[config.mk]
export PLATFORM = sky130hd
export DESIGN_NAME = queue_switch_top
export DESIGN_NICKNAME = d
export VERILOG_FILES = /design/src/queue_pkg.sv /design/src/packet_fifo.sv /design/src/queue_arbiter.sv /design/src/queue_stats.sv /design/src/queue_switch_top.sv
export VERILOG_INCLUDE_DIRS = /design/src
export SDC_FILE = /design/constraint.sdc
export NUM_CORES = 1
export LEC_CHECK = 0
export ABC_CLOCK_PERIOD_IN_PS = 7300
export BUFFER_PORTS_ARGS = -buffer_cell sky130_fd_sc_hd__buf_4
export CAP_MARGIN = 20
export CORE_ASPECT_RATIO = 0.75
export CORE_MARGIN = 2
export CORE_UTILIZATION = 50
export CTS_CLUSTER_SIZE = 16
export DETAILED_ROUTE_END_ITERATION = 6
export PLACE_DENSITY_LB_ADDON = 0.15
export RECOVER_POWER = 50
export SYNTH_ARGS = -nofsm -noshare
export SYNTH_HDL_FRONTEND = slang
export SYNTH_HIERARCHICAL = 1
export SYNTH_SLANG_ARGS = --single-unit
[constraint.sdc]
create_clock -name clk -period 7.3 [get_ports clk]
set_clock_uncertainty 0.2 [all_clocks]
set_input_delay 0.365 -clock clk [delete_from_list [all_inputs] [get_ports clk]]
set_output_delay 0.365 -clock clk [all_outputs]
set_load 0.05 [all_outputs]
[src/queue_cfg.svh]
`ifndef QUEUE_CFG_SVH
`define QUEUE_CFG_SVH

// number of packet buffers, one per buffer number
`define QS_NUM_BUF 4

// entries held by each buffer before the oldest is lost
`define QS_DEPTH 6

// above this level the arbiter favours the highest buffer number on a tie
`define QS_THRESHOLD 3

// width of each statistics counter
`define QS_CNT_W 7

`endif

[src/queue_pkg.sv]
`default_nettype none

package queue_pkg;

	// buffer number, selects one of the four queues
	typedef logic [1:0] buf_id_t;

	// packet payload
	typedef logic [1:0] payload_t;

	// packet as it arrives and leaves the switch
	typedef struct packed {
		buf_id_t  buf_id;
		payload_t payload;
	} pkt_t;

	// fill level of one buffer, 0 up to the depth
	typedef logic [2:0] level_t;

	// per buffer tallies
	typedef struct packed {
		logic [6:0] recv_cnt;
		logic [6:0] read_cnt;
		logic [6:0] drop_cnt;
	} buf_stats_t;

	// index 0 is buffer 0
	typedef buf_stats_t [3:0] stats_bus_t;

endpackage

`default_nettype wire

[src/packet_fifo.sv]
`timescale 1ns/100ps
`default_nettype none

`include "queue_cfg.svh"

module packet_fifo
	import queue_pkg::*;
#(
	parameter int DEPTH = `QS_DEPTH
) (
	input  wire           clk,
	input  wire           rst_n_i,
	input  wire           push_i,
	input  wire payload_t data_i,
	input  wire           pop_i,
	output level_t        level_o,
	output payload_t      head_o,
	output logic          drop_o
);

	localparam level_t FULL = level_t'(DEPTH);

	// entry 0 is always the oldest packet
	payload_t mem [DEPTH];

	level_t level_q;
	level_t wr_idx;
	logic   pop_ok;
	logic   drop;
	logic   shift;

	// a pop on an empty buffer is ignored
	assign pop_ok = pop_i && (level_q != '0);

	// full and not read this cycle, so the head makes room
	assign drop = push_i && (level_q == FULL) && !pop_ok;

	// both a read and a drop move every entry one place down
	assign shift = pop_ok || drop;

	// new packet lands behind the last valid entry
	assign wr_idx = shift ? level_q - 1'b1 : level_q;

	always_ff @(posedge clk) begin
		if (!rst_n_i) begin
			level_q <= '0;
		end else begin
			case ({push_i && !drop, pop_ok})
				2'b10: begin
					level_q <= level_q + 1'b1;
				end
				2'b01: begin
					level_q <= level_q - 1'b1;
				end
				default: begin
					// push with pop, push with drop, or idle
					level_q <= level_q;
				end
			endcase
		end
	end

	always_ff @(posedge clk) begin
		if (shift) begin
			for (int i = 0; i < DEPTH - 1; i++) begin
				mem[i] <= mem[i + 1];
			end
		end
		// written after the shift so it wins on the same slot
		if (push_i) begin
			mem[wr_idx] <= data_i;
		end
	end

	assign level_o = level_q;
	assign head_o  = mem[0];
	assign drop_o  = drop;

endmodule

`default_nettype wire

[src/queue_arbiter.sv]
`timescale 1ns/100ps
`default_nettype none

`include "queue_cfg.svh"

module queue_arbiter
	import queue_pkg::*;
(
	input  wire                             clk,
	input  wire                             rst_n_i,
	input  wire level_t   [`QS_NUM_BUF-1:0] level_i,
	input  wire payload_t [`QS_NUM_BUF-1:0] head_i,
	input  wire                             out_ready_i,
	output logic          [`QS_NUM_BUF-1:0] pop_o,
	output logic                            out_valid_o,
	output pkt_t                            out_pkt_o
);

	logic    any_busy;
	logic    over_thr;
	buf_id_t sel;
	level_t  best;
	logic    load;
	logic    valid_q;
	pkt_t    pkt_q;

	// overall load picture of the four buffers
	always_comb begin
		any_busy = 1'b0;
		over_thr = 1'b0;
		for (int i = 0; i < `QS_NUM_BUF; i++) begin
			if (level_i[i] != '0) begin
				any_busy = 1'b1;
			end
			if (level_i[i] > level_t'(`QS_THRESHOLD)) begin
				over_thr = 1'b1;
			end
		end
	end

	// fullest buffer wins
	// under heavy load a later buffer takes an equal level,
	// otherwise the first one found keeps it
	always_comb begin
		sel  = '0;
		best = '0;
		for (int i = 0; i < `QS_NUM_BUF; i++) begin
			if (over_thr) begin
				if (level_i[i] >= best) begin
					sel  = buf_id_t'(i);
					best = level_i[i];
				end
			end else if (level_i[i] > best) begin
				sel  = buf_id_t'(i);
				best = level_i[i];
			end
		end
	end

	// output slot is free or being emptied this cycle
	assign load = any_busy && (!valid_q || out_ready_i);

	always_comb begin
		for (int i = 0; i < `QS_NUM_BUF; i++) begin
			pop_o[i] = load && (sel == buf_id_t'(i));
		end
	end

	always_ff @(posedge clk) begin
		if (!rst_n_i) begin
			valid_q <= 1'b0;
		end else if (load) begin
			valid_q <= 1'b1;
		end else if (out_ready_i) begin
			valid_q <= 1'b0;
		end
	end

	// held while the sink is stalled
	always_ff @(posedge clk) begin
		if (load) begin
			pkt_q.buf_id  <= sel;
			pkt_q.payload <= head_i[sel];
		end
	end

	assign out_valid_o = valid_q;
	assign out_pkt_o   = pkt_q;

endmodule

`default_nettype wire

[src/queue_stats.sv]
`timescale 1ns/100ps
`default_nettype none

`include "queue_cfg.svh"

module queue_stats
	import queue_pkg::*;
(
	input  wire                   clk,
	input  wire                   rst_n_i,
	input  wire [`QS_NUM_BUF-1:0] recv_i,
	input  wire [`QS_NUM_BUF-1:0] read_i,
	input  wire [`QS_NUM_BUF-1:0] drop_i,
	output stats_bus_t            stats_o
);

	localparam logic [`QS_CNT_W-1:0] CNT_MAX = '1;

	stats_bus_t stats_q;

	// stops at the top value rather than wrapping to zero
	function automatic logic [`QS_CNT_W-1:0] sat_inc(
		input logic [`QS_CNT_W-1:0] cnt,
		input logic                 ev
	);
		logic [`QS_CNT_W-1:0] nxt;
		nxt = cnt;
		if (ev && (cnt != CNT_MAX)) begin
			nxt = cnt + 1'b1;
		end
		return nxt;
	endfunction

	always_ff @(posedge clk) begin
		if (!rst_n_i) begin
			stats_q <= '0;
		end else begin
			for (int b = 0; b < `QS_NUM_BUF; b++) begin
				stats_q[b].recv_cnt <= sat_inc(stats_q[b].recv_cnt, recv_i[b]);
				stats_q[b].read_cnt <= sat_inc(stats_q[b].read_cnt, read_i[b]);
				stats_q[b].drop_cnt <= sat_inc(stats_q[b].drop_cnt, drop_i[b]);
			end
		end
	end

	assign stats_o = stats_q;

endmodule

`default_nettype wire

[src/queue_switch_top.sv]
`timescale 1ns/100ps
`default_nettype none

`include "queue_cfg.svh"

module queue_switch_top
	import queue_pkg::*;
(
	input  wire        clk,
	input  wire        rst_n_i,
	input  wire        in_valid_i,
	input  wire pkt_t  in_pkt_i,
	input  wire        out_ready_i,
	output logic       out_valid_o,
	output pkt_t       out_pkt_o,
	output stats_bus_t stats_o
);

	logic     [`QS_NUM_BUF-1:0] push;
	logic     [`QS_NUM_BUF-1:0] pop;
	logic     [`QS_NUM_BUF-1:0] drop;
	level_t   [`QS_NUM_BUF-1:0] level;
	payload_t [`QS_NUM_BUF-1:0] head;

	// buffer number picks exactly one queue per valid packet
	always_comb begin
		for (int i = 0; i < `QS_NUM_BUF; i++) begin
			push[i] = in_valid_i && (in_pkt_i.buf_id == buf_id_t'(i));
		end
	end

	for (genvar g = 0; g < `QS_NUM_BUF; g++) begin : g_buf
		packet_fifo #(
			.DEPTH (`QS_DEPTH)
		) i_packet_fifo (
			.clk     (clk),
			.rst_n_i (rst_n_i),
			.push_i  (push[g]),
			.data_i  (in_pkt_i.payload),
			.pop_i   (pop[g]),
			.level_o (level[g]),
			.head_o  (head[g]),
			.drop_o  (drop[g])
		);
	end

	queue_arbiter i_queue_arbiter (
		.clk         (clk),
		.rst_n_i     (rst_n_i),
		.level_i     (level),
		.head_i      (head),
		.out_ready_i (out_ready_i),
		.pop_o       (pop),
		.out_valid_o (out_valid_o),
		.out_pkt_o   (out_pkt_o)
	);

	// every push is a received packet, every pop a read
	queue_stats i_queue_stats (
		.clk     (clk),
		.rst_n_i (rst_n_i),
		.recv_i  (push),
		.read_i  (pop),
		.drop_i  (drop),
		.stats_o (stats_o)
	);

endmodule

`default_nettype wire

# Word level (Yosys, flattened, before mapping)
# Memories as Yosys holds them, arrays and structs flattened.
# Index checks and enable logic that the tools add are counted.
[totals]
register_bits = 101
ramBits = 48
out_inout_bits = 89
elab_cells = 202
mem_count = 4
[classes]
n_addsub = 20
order_cmp = 13
eq_ne = 30
muxes = 54
reduce_logical = 62
[memory_table]
columns = ["name", "words", "word_bits", "read_ports", "rd_ports_with_merged_regs", "wr", "line", "rtl"]
rows = [
  ["g_buf[0].i_packet_fifo.mem", 6, 2, 6, 0, 6, "packet_fifo.sv:24", "payload_t mem [DEPTH];"],
  ["g_buf[1].i_packet_fifo.mem", 6, 2, 6, 0, 6, "packet_fifo.sv:24", ""],
  ["g_buf[2].i_packet_fifo.mem", 6, 2, 6, 0, 6, "packet_fifo.sv:24", ""],
  ["g_buf[3].i_packet_fifo.mem", 6, 2, 6, 0, 6, "packet_fifo.sv:24", ""],
]
[ops]
columns = ["op", "n"]
rows = [
  ["7-bit by 1-bit adder with 7-bit output, second input constant", 12],
  ["7-bit inequality test, second input constant", 12],
  ["3-bit two-way mux", 13],
  ["1-bit logical AND", 37],
  ["1-bit two-way mux", 28],
  ["3-bit one-hot mux with 2 select lines", 4],
  ["2-bit equality test, second input constant", 8],
  ["2-bit two-way mux", 8],
  ["3-bit by 1-bit adder with 3-bit output, second input constant", 4],
  ["2-bit by 1-bit equality test with 1-bit output, second input constant", 6],
  ["3-bit equality test, second input constant", 4],
  ["3-bit by 2-bit > comparator with 1-bit output, second input constant", 4],
  ["3-bit nonzero test", 4],
  ["3-bit by 1-bit subtractor with 3-bit output, second input constant", 4],
  ["2-bit nonzero test", 5],
  ["3-bit greater-or-equal comparator", 3],
  ["3-bit > comparator", 3],
  ["1-bit logical NOT", 9],
  ["1-bit logical OR", 5],
  ["2-bit binary-select mux with 2-bit select", 1],
  ["2-bit logical NOT", 2],
  ["3-bit by 1-bit greater-or-equal comparator with 1-bit output, second input constant", 1],
  ["3-bit by 1-bit > comparator with 1-bit output, second input constant", 1],
  ["2-bit by 3-bit less-than comparator with 1-bit output, second input constant", 1],
]

# Logic depth before layout (Yosys ltp)
[depth]
ltp_word = 24
ltp_mapped = 25
depth_no_buf = 24

# Cells and area by module
# The synthesis kept the hierarchy.
[modules_own_cells]
columns = ["module", "instances", "cells_per_inst", "area_per_inst_um2", "seq_area_each_um2"]
rows = [
  ["queue_stats", 1, 422, 3851.2, 1681.6],
  ["packet_fifo at g_buf[2].i_packet_fifo ...", 2, 86, 1066.0, 420.4],
  ["packet_fifo at g_buf[0].i_packet_fifo ...", 2, 86, 1058.5, 420.4],
  ["queue_arbiter", 1, 79, 649.4, 140.1],
  ["queue_switch_top", 1, 4, 37.5, 0.0],
]

# Least setup slack after synthesis
# No wires, ideal clock.
[synth_path]
kind = "reg2reg"
startpoint = "register g_buf[1].i_packet_fifo.level_q[0]"
endpoint = "register g_buf[0].i_packet_fifo.level_q[2]"
setup_ns = 0.076
arrival_time_ns = 5.572
path_slack_ns = 1.453
path_stages_with_launch = 23
path_buffers = 1
cell_sequence = "dfxtp_1 -> inv_1 -> ha_1 -> and2b_2 -> o21ai_0 -> o21ai_4 -> mux2_4 -> ha_1 -> nand3_1 -> o21ai_2 -> mux2_2 -> ha_1 -> nor2b_1 -> o21a_1 -> a21oi_1 -> a221o_1 -> nor3b_1 -> buf_6 -> nor3_1 -> or2b_1 -> ha_1 -> or3_1 -> a21boi_0"
[synth_via]
elab_chain_cells = 23
[synth_rtl]
columns = ["item", "line", "rtl"]
rows = [
  ["from (decl)", "packet_fifo.sv:26", "level_t level_q;"],
  ["from (signal assigned)", "packet_fifo.sv:50", "level_q <= level_q + 1'b1;"],
  ["from (signal assigned)", "packet_fifo.sv:53", "level_q <= level_q - 1'b1;"],
  ["from (signal assigned)", "packet_fifo.sv:57", "level_q <= level_q;"],
  ["3-bit by 2-bit > comparator with 1-bit output", "queue_arbiter.sv:35", "if (level_i[i] > level_t'(`QS_THRESHOLD)) begin"],
  ["1-bit two-way mux (3 in a row)", "queue_arbiter.sv:35", ""],
  ["3-bit two-way mux", "queue_arbiter.sv:48", "if (over_thr) begin"],
  ["3-bit > comparator or 3-bit greater-or-equal comparator (tied branches)", "queue_arbiter.sv:53, queue_arbiter.sv:49", ""],
  ["3-bit two-way mux (on tied branches)", "queue_arbiter.sv:53, queue_arbiter.sv:49", ""],
  ["3-bit two-way mux", "queue_arbiter.sv:48", ""],
  ["3-bit > comparator or 3-bit greater-or-equal comparator (tied branches)", "queue_arbiter.sv:53, queue_arbiter.sv:49", ""],
  ["3-bit two-way mux (on tied branches)", "queue_arbiter.sv:53, queue_arbiter.sv:49", ""],
  ["(+4 left out)", "-", ""],
  ["named net i_queue_arbiter.sel[1]", "queue_arbiter.sv:21", "buf_id_t sel;"],
  ["(+2 left out)", "-", ""],
  ["named net pop[0]", "queue_switch_top.sv:20", "logic [`QS_NUM_BUF-1:0] pop;"],
  ["1-bit logical AND *", "packet_fifo.sv:33", "assign pop_ok = pop_i && (level_q != '0);"],
  ["1-bit logical NOT *", "packet_fifo.sv:36", "assign drop = push_i && (level_q == FULL) && !pop_ok;"],
  ["1-bit logical AND *", "packet_fifo.sv:36", ""],
  ["named net drop[0]", "queue_switch_top.sv:21", "logic [`QS_NUM_BUF-1:0] drop;"],
  ["1-bit logical NOT *", "packet_fifo.sv:48", "case ({push_i && !drop, pop_ok})"],
  ["1-bit logical AND *", "packet_fifo.sv:48", ""],
  ["2-bit by 1-bit equality test with 1-bit output or 2-bit equality test (tied branches)", "packet_fifo.sv:48", ""],
  ["3-bit one-hot mux with 2 select lines or 2-bit nonzero test (tied branches)", "-", ""],
  ["to (signal assigned)", "packet_fifo.sv:50", ""],
  ["to (signal assigned)", "packet_fifo.sv:53", ""],
  ["to (signal assigned)", "packet_fifo.sv:57", ""],
  ["to (decl)", "packet_fifo.sv:26", ""],
]
# The timed path passes the listed nets; every way through them passes the cells marked *.
# A chain may end at the register's enable or synchronous reset.

# Worst setup path after layout
[layout_path]
startpoint = "register g_buf[1].i_packet_fifo.level_q[0]"
endpoint = "register g_buf[3].i_packet_fifo.level_q[2]"
[layout_via]
elab_chain_cells = 23
[layout_rtl]
columns = ["item", "line"]
rows = [
  ["3-bit by 2-bit > comparator with 1-bit output", "queue_arbiter.sv:35"],
  ["1-bit two-way mux (3 in a row)", "queue_arbiter.sv:35"],
  ["3-bit two-way mux", "queue_arbiter.sv:48"],
  ["3-bit > comparator or 3-bit greater-or-equal comparator (tied branches)", "queue_arbiter.sv:53, queue_arbiter.sv:49"],
  ["3-bit two-way mux (on tied branches)", "queue_arbiter.sv:53, queue_arbiter.sv:49"],
  ["3-bit two-way mux", "queue_arbiter.sv:48"],
  ["3-bit > comparator or 3-bit greater-or-equal comparator (tied branches)", "queue_arbiter.sv:53, queue_arbiter.sv:49"],
  ["3-bit two-way mux (on tied branches)", "queue_arbiter.sv:53, queue_arbiter.sv:49"],
  ["(+6 left out)", "-"],
  ["named net pop[3]", "queue_switch_top.sv:20"],
  ["1-bit logical AND *", "packet_fifo.sv:33"],
  ["1-bit logical NOT *", "packet_fifo.sv:36"],
  ["1-bit logical AND *", "packet_fifo.sv:36"],
  ["named net drop[3]", "queue_switch_top.sv:21"],
  ["1-bit logical NOT *", "packet_fifo.sv:48"],
  ["1-bit logical AND *", "packet_fifo.sv:48"],
  ["2-bit by 1-bit equality test with 1-bit output or 2-bit equality test (tied branches)", "packet_fifo.sv:48"],
  ["3-bit one-hot mux with 2 select lines or 2-bit nonzero test (tied branches)", "-"],
  ["to (signal assigned)", "packet_fifo.sv:50"],
  ["to (signal assigned)", "packet_fifo.sv:53"],
  ["to (signal assigned)", "packet_fifo.sv:57"],
  ["to (decl)", "packet_fifo.sv:26"],
]
# Marked as above.

==> results.md <==
- The run finished, with violations left.
- The checks that failed: capacitance limit, slew limit.
- The count of hold-fix buffers inserted at cts is 0.
- The endpoint class of the critical path is a flop.
- At the pin with the least slew margin, the transition time is approximately 3.8 ns.
- In this run the power density over the cells is between 200 and 250 nW/µm².
- The most common cell in the netlist is dfxtp_1.
- By area the synthesized netlist is led by dfxtp_1 (22%), edfxtp_1 (18%), ha_1 (5.8%).
- Of all flip-flops after synthesis, the portion carrying an async set or reset was 0%.
- The clock latency of the later-clocked register in the worst-skew pair is 0.42 ns.
- In this run the mean area of a mapped cell was about 10 µm².
- The synthesized design spends more area on one cell type than any other, namely dfxtp_1.
- The congestion estimate from routability-driven global placement came to between 0.8 and 0.9.
- The die covers 18700 µm².
- Setup repair after global routing left no endpoint under its margin.
- The filler cells instantiated in the layout total roughly 1600.
- After technology mapping, the gate count stands at between 800 and 900.
- For this run, the number of Yosys warnings is 6.
- In this run the remaining antenna-violating nets after routing total 0.
- Walking the worst path, the cells encountered are inv_1 > ha_1 > and2b_2 > o21ai_0 > o21ai_4 > mux2_1 > ha_1 > nand3_1 > o21ai_2 > mux2_2 > ha_1 > nor2b_1 > o21ai_0 > o21ai_0 > nor2_1 > clkbuf_1 > nor3_1 > or2b_1 > ha_1 > or3_1 > a21boi_0.
- The detailed-route wire length per cell is between 15 and 20 µm.
- The clock passes through at most 2 buffers.
- After the first detailed-routing iteration, the DRC count stood at 468.
- The dominant delay contributor by cell family on the critical path is simple AND/OR/NAND/NOR gates.
- TritonCTS built the clock tree.
- The category of the critical setup timing path is flop to flop.
- The final layout contains roughly 1000 nets.
- From synthesis to final layout, the design area changed by 13.3%.
- The startpoint type of the worst setup path is a flop.
- The number of standard cells in the layout, taps in and fillers out is 1197.
- The worst path buffer plus inverter count is 2.
- The maximum fanout along the worst path is 17.
- The total count of hold-check failures in the final report came to 0.
- Post-CTS repair changed the size of 0 cells.
- The synthesized design contains 52 enable-type register cells.
- Data on the critical path arrives at its endpoint at 6.57 ns.
- The number of max-slew violations in the final report is roughly 130.
- The number of vias in the routed layout is around 7000.
- The prevailing post-synth register cell is dfxtp_1.
- The per-cell via count in the routed design is 5.76.
- The share of final-layout standard cells stronger than drive strength 1 is 13.4%.
- Entering global routing, the biggest net connects 101 pins.
- The critical path required time is ~7.4 ns.
- The worst hold-check path type is input pin to flop.
- IR analysis of the VDD net gives a maximum drop of ~0.12 mV.
- The final critical path takes up between 80% and 90% of the cycle.
- Setup violations remaining at the end of the flow were counted as 0.
- Including well taps, the total number of placed cells is 1165.
- Counting stages on the worst path, the most repeated cell is ha_1.
- The width of the die is approximately 160 µm.
- The number of placed I/O pins is just under 100.
- The area taken by multi-input logic gates is 5010 µm².
- In this run the static leakage power is 3.41 nW.
- Buffers placed on the I/O ports in this run total 96.
- Once the floorplan was initialized, standard cells occupied 51.6% of the core.
- The sum of negative setup slack is 0 ns.
- The summed instance area of the synthesized netlist is roughly 8800 µm².
- The count of distinct cell types in the synthesized netlist is between 70 and 80.
- The initial antenna violation count came to 0.
- The area of the core is 17000 µm².
- The clock slew at the register clock pins of the worst setup and hold paths is ~0.06 ns.
- The sequential cells in the finished layout cover a total of ~3500 µm².
- The total clock buffers created by CTS is 17.
- The minimum clock period is ~6.4 ns.
- The fraction of post-synthesis cell area in the top cell type by area is between 20% and 30%.
- The vertical die dimension is 119 µm.
- The via count of the first global-routing pass is just over 6000.
- The aggregate global-route resource usage is 21.3%.
- The maximum level of the CTS H-tree is 4.
- Timing would allow up to 155 MHz.
- The post-detailed-route DRC marker count is 0.
- The number of max-capacitance violations reported is 2.
- The number of buffers inserted by post-CTS setup repair is 0.
- For this run, the slowest stage of the critical path takes between 0.6 and 0.7 ns.
- The post-route worst hold slack is ~0.053 ns.
- The master cell of the clock root buffer is clkbuf_16.
- The cell area after layout is approximately 10000 µm².
- The worst pin sits at a relative slew slack of -155%.
- Before antenna repair, the detailed router went through 5 iterations.
- The detailed placement HPWL is approximately 14000 µm.
- The synthesized flop and latch total is between 100 and 150.
- The number of antenna diodes in the final layout is 0.
- The share of synthesized area occupied by flip-flops and latches is between 30% and 40%.
- The count of standard-cell rows is 41.
- The synthesized net count is 898.
- The first global-routing pass estimated around 32000 µm of wire.
- Clock tree synthesis found a total of between 100 and 150 sinks.
- The commonest cells after synthesis are dfxtp_1 (97), nand2_1 (75), o21ai_0 (67).
- The largest individual stage delay along the critical path comes from the cell clkbuf_1.
- Global routing finished with a remaining overflow of 0.
- Once placement finished, the instance area stood at 9730 µm².
- The detailed-route wire length is roughly 20000 µm.
layer usage:
metal	track usage, %	share of wire (%)	wire length, µm
met4	5.57	1.0	206
met1	31.4	52	10200
met5	0	0	0
met2	31.8	43	8490
met3	4.36	4.0	788
worst reg2reg max path, stage by stage, from the launching register on:
cell	delay, ns
dfxtp_1	0.63
inv_1	0.09
ha_1	0.31
and2b_2	0.20
o21ai_0	0.27
o21ai_4	0.16
mux2_1	0.37
ha_1	0.28
nand3_1	0.19
o21ai_2	0.29
mux2_2	0.38
ha_1	0.29
nor2b_1	0.05
o21ai_0	0.23
o21ai_0	0.21
nor2_1	0.15
clkbuf_1	0.64
nor3_1	0.28
or2b_1	0.29
ha_1	0.34
or3_1	0.35
a21boi_0	0.16
sequential cells by signal, indices dropped and copies added, names as in the netlist:
signal,count
i_queue_stats/stats_o,84
i_queue_arbiter/out_valid_o,1
g_buf.i_packet_fifo/level_o,12
g_buf.i_packet_fifo/mem,48
i_queue_arbiter/out_pkt_o,4
logic make-up (layout without fill, tap and decap cells):
family,after synthesis,in the layout,share of synthesized area (%)
AO/OA/AOI/OAI,244,244,22.9
multiplexers,77,77,9.58
flip-flops,149,149,39.9
AND/OR/NAND/NOR,271,271,17.8
buffers and inverters,59,171,3.15
adder cells (fa/ha/maj),41,41,5.84
XOR/XNOR,8,8,0.797
power breakdown:
part / total, W / switching [W] / internal, W / leakage, nW
registers: 0.000938 / 0.0000328 / 0.000906 / 1.25
logic: 0.000507 / 0.000354 / 0.000152 / 1.85
clock network: 0.000871 / 0.000353 / 0.000518 / 0.300
total: 0.00232 / 0.000740 / 0.00158 / 3.41
per-stage QoR:
stage | utilization (%) | power [W] | setup WS (ns)
floorplan | - | 0.00136 | 1.45
global placement | 57.1 | 0.00148 | 1.15
detailed placement | 57.1 | 0.00149 | 1.02
CTS | 60.6 | 0.00236 | 0.990
global route | 58.4 | 0.00242 | 0.337
finish | 58.4 | 0.00232 | 0.868
placed cells by master, fill, tap and decap left out, types with 5 or more instances in the layout:
cell type	instances
clkbuf_16	20
a31oi_1	44
nand3_1	17
nand2_1	75
ha_1	41
a2111oi_4	8
and2_1	23
nor4bb_1	5
dfxtp_1	97
xnor2_1	8
inv_1	33
a21oi_1	13
and3_1	14
buf_4	7
edfxtp_1	52
o21ai_2	21
nand2b_1	22
nor3_1	16
a2111oi_2	8
a311oi_1	10
a211oi_2	8
nor2_1	21
a41oi_1	5
mux2i_1	35
o21ai_0	67
or2b_1	9
nand4_1	10
or2_1	9
and4_1	21
clkbuf_1	96
a211oi_1	11
mux2_1	37
area by class of cell:
cell class	instances	area share, %
clock buffers	24	5.39
clock inverters	8	0.566
inverters	37	1.40
multi-input cells	641	50.4
flip-flops and latches	149	35.2
well taps	236	2.97
repair buffers	102	4.11
final timing paths:
| kind | start | endpoint | slack [ns] | cells after the start |
|---|---|---|---|---|
| worst min register to register | i_queue_stats/stats_o[83] | i_queue_stats/stats_o[83] | 0.29 | 2 |
| worst max register to register | g_buf[1].i_packet_fifo/level_o[0] | g_buf[3].i_packet_fifo/level_o[2] | 0.87 | 21 |
| worst min-delay path | out_ready_i | i_queue_arbiter/out_valid_o | 0.05 | 3 |
| worst max-delay path | g_buf[1].i_packet_fifo/level_o[0] | g_buf[3].i_packet_fifo/level_o[2] | 0.87 | 21 |
(Power assumes the default switching activity.)
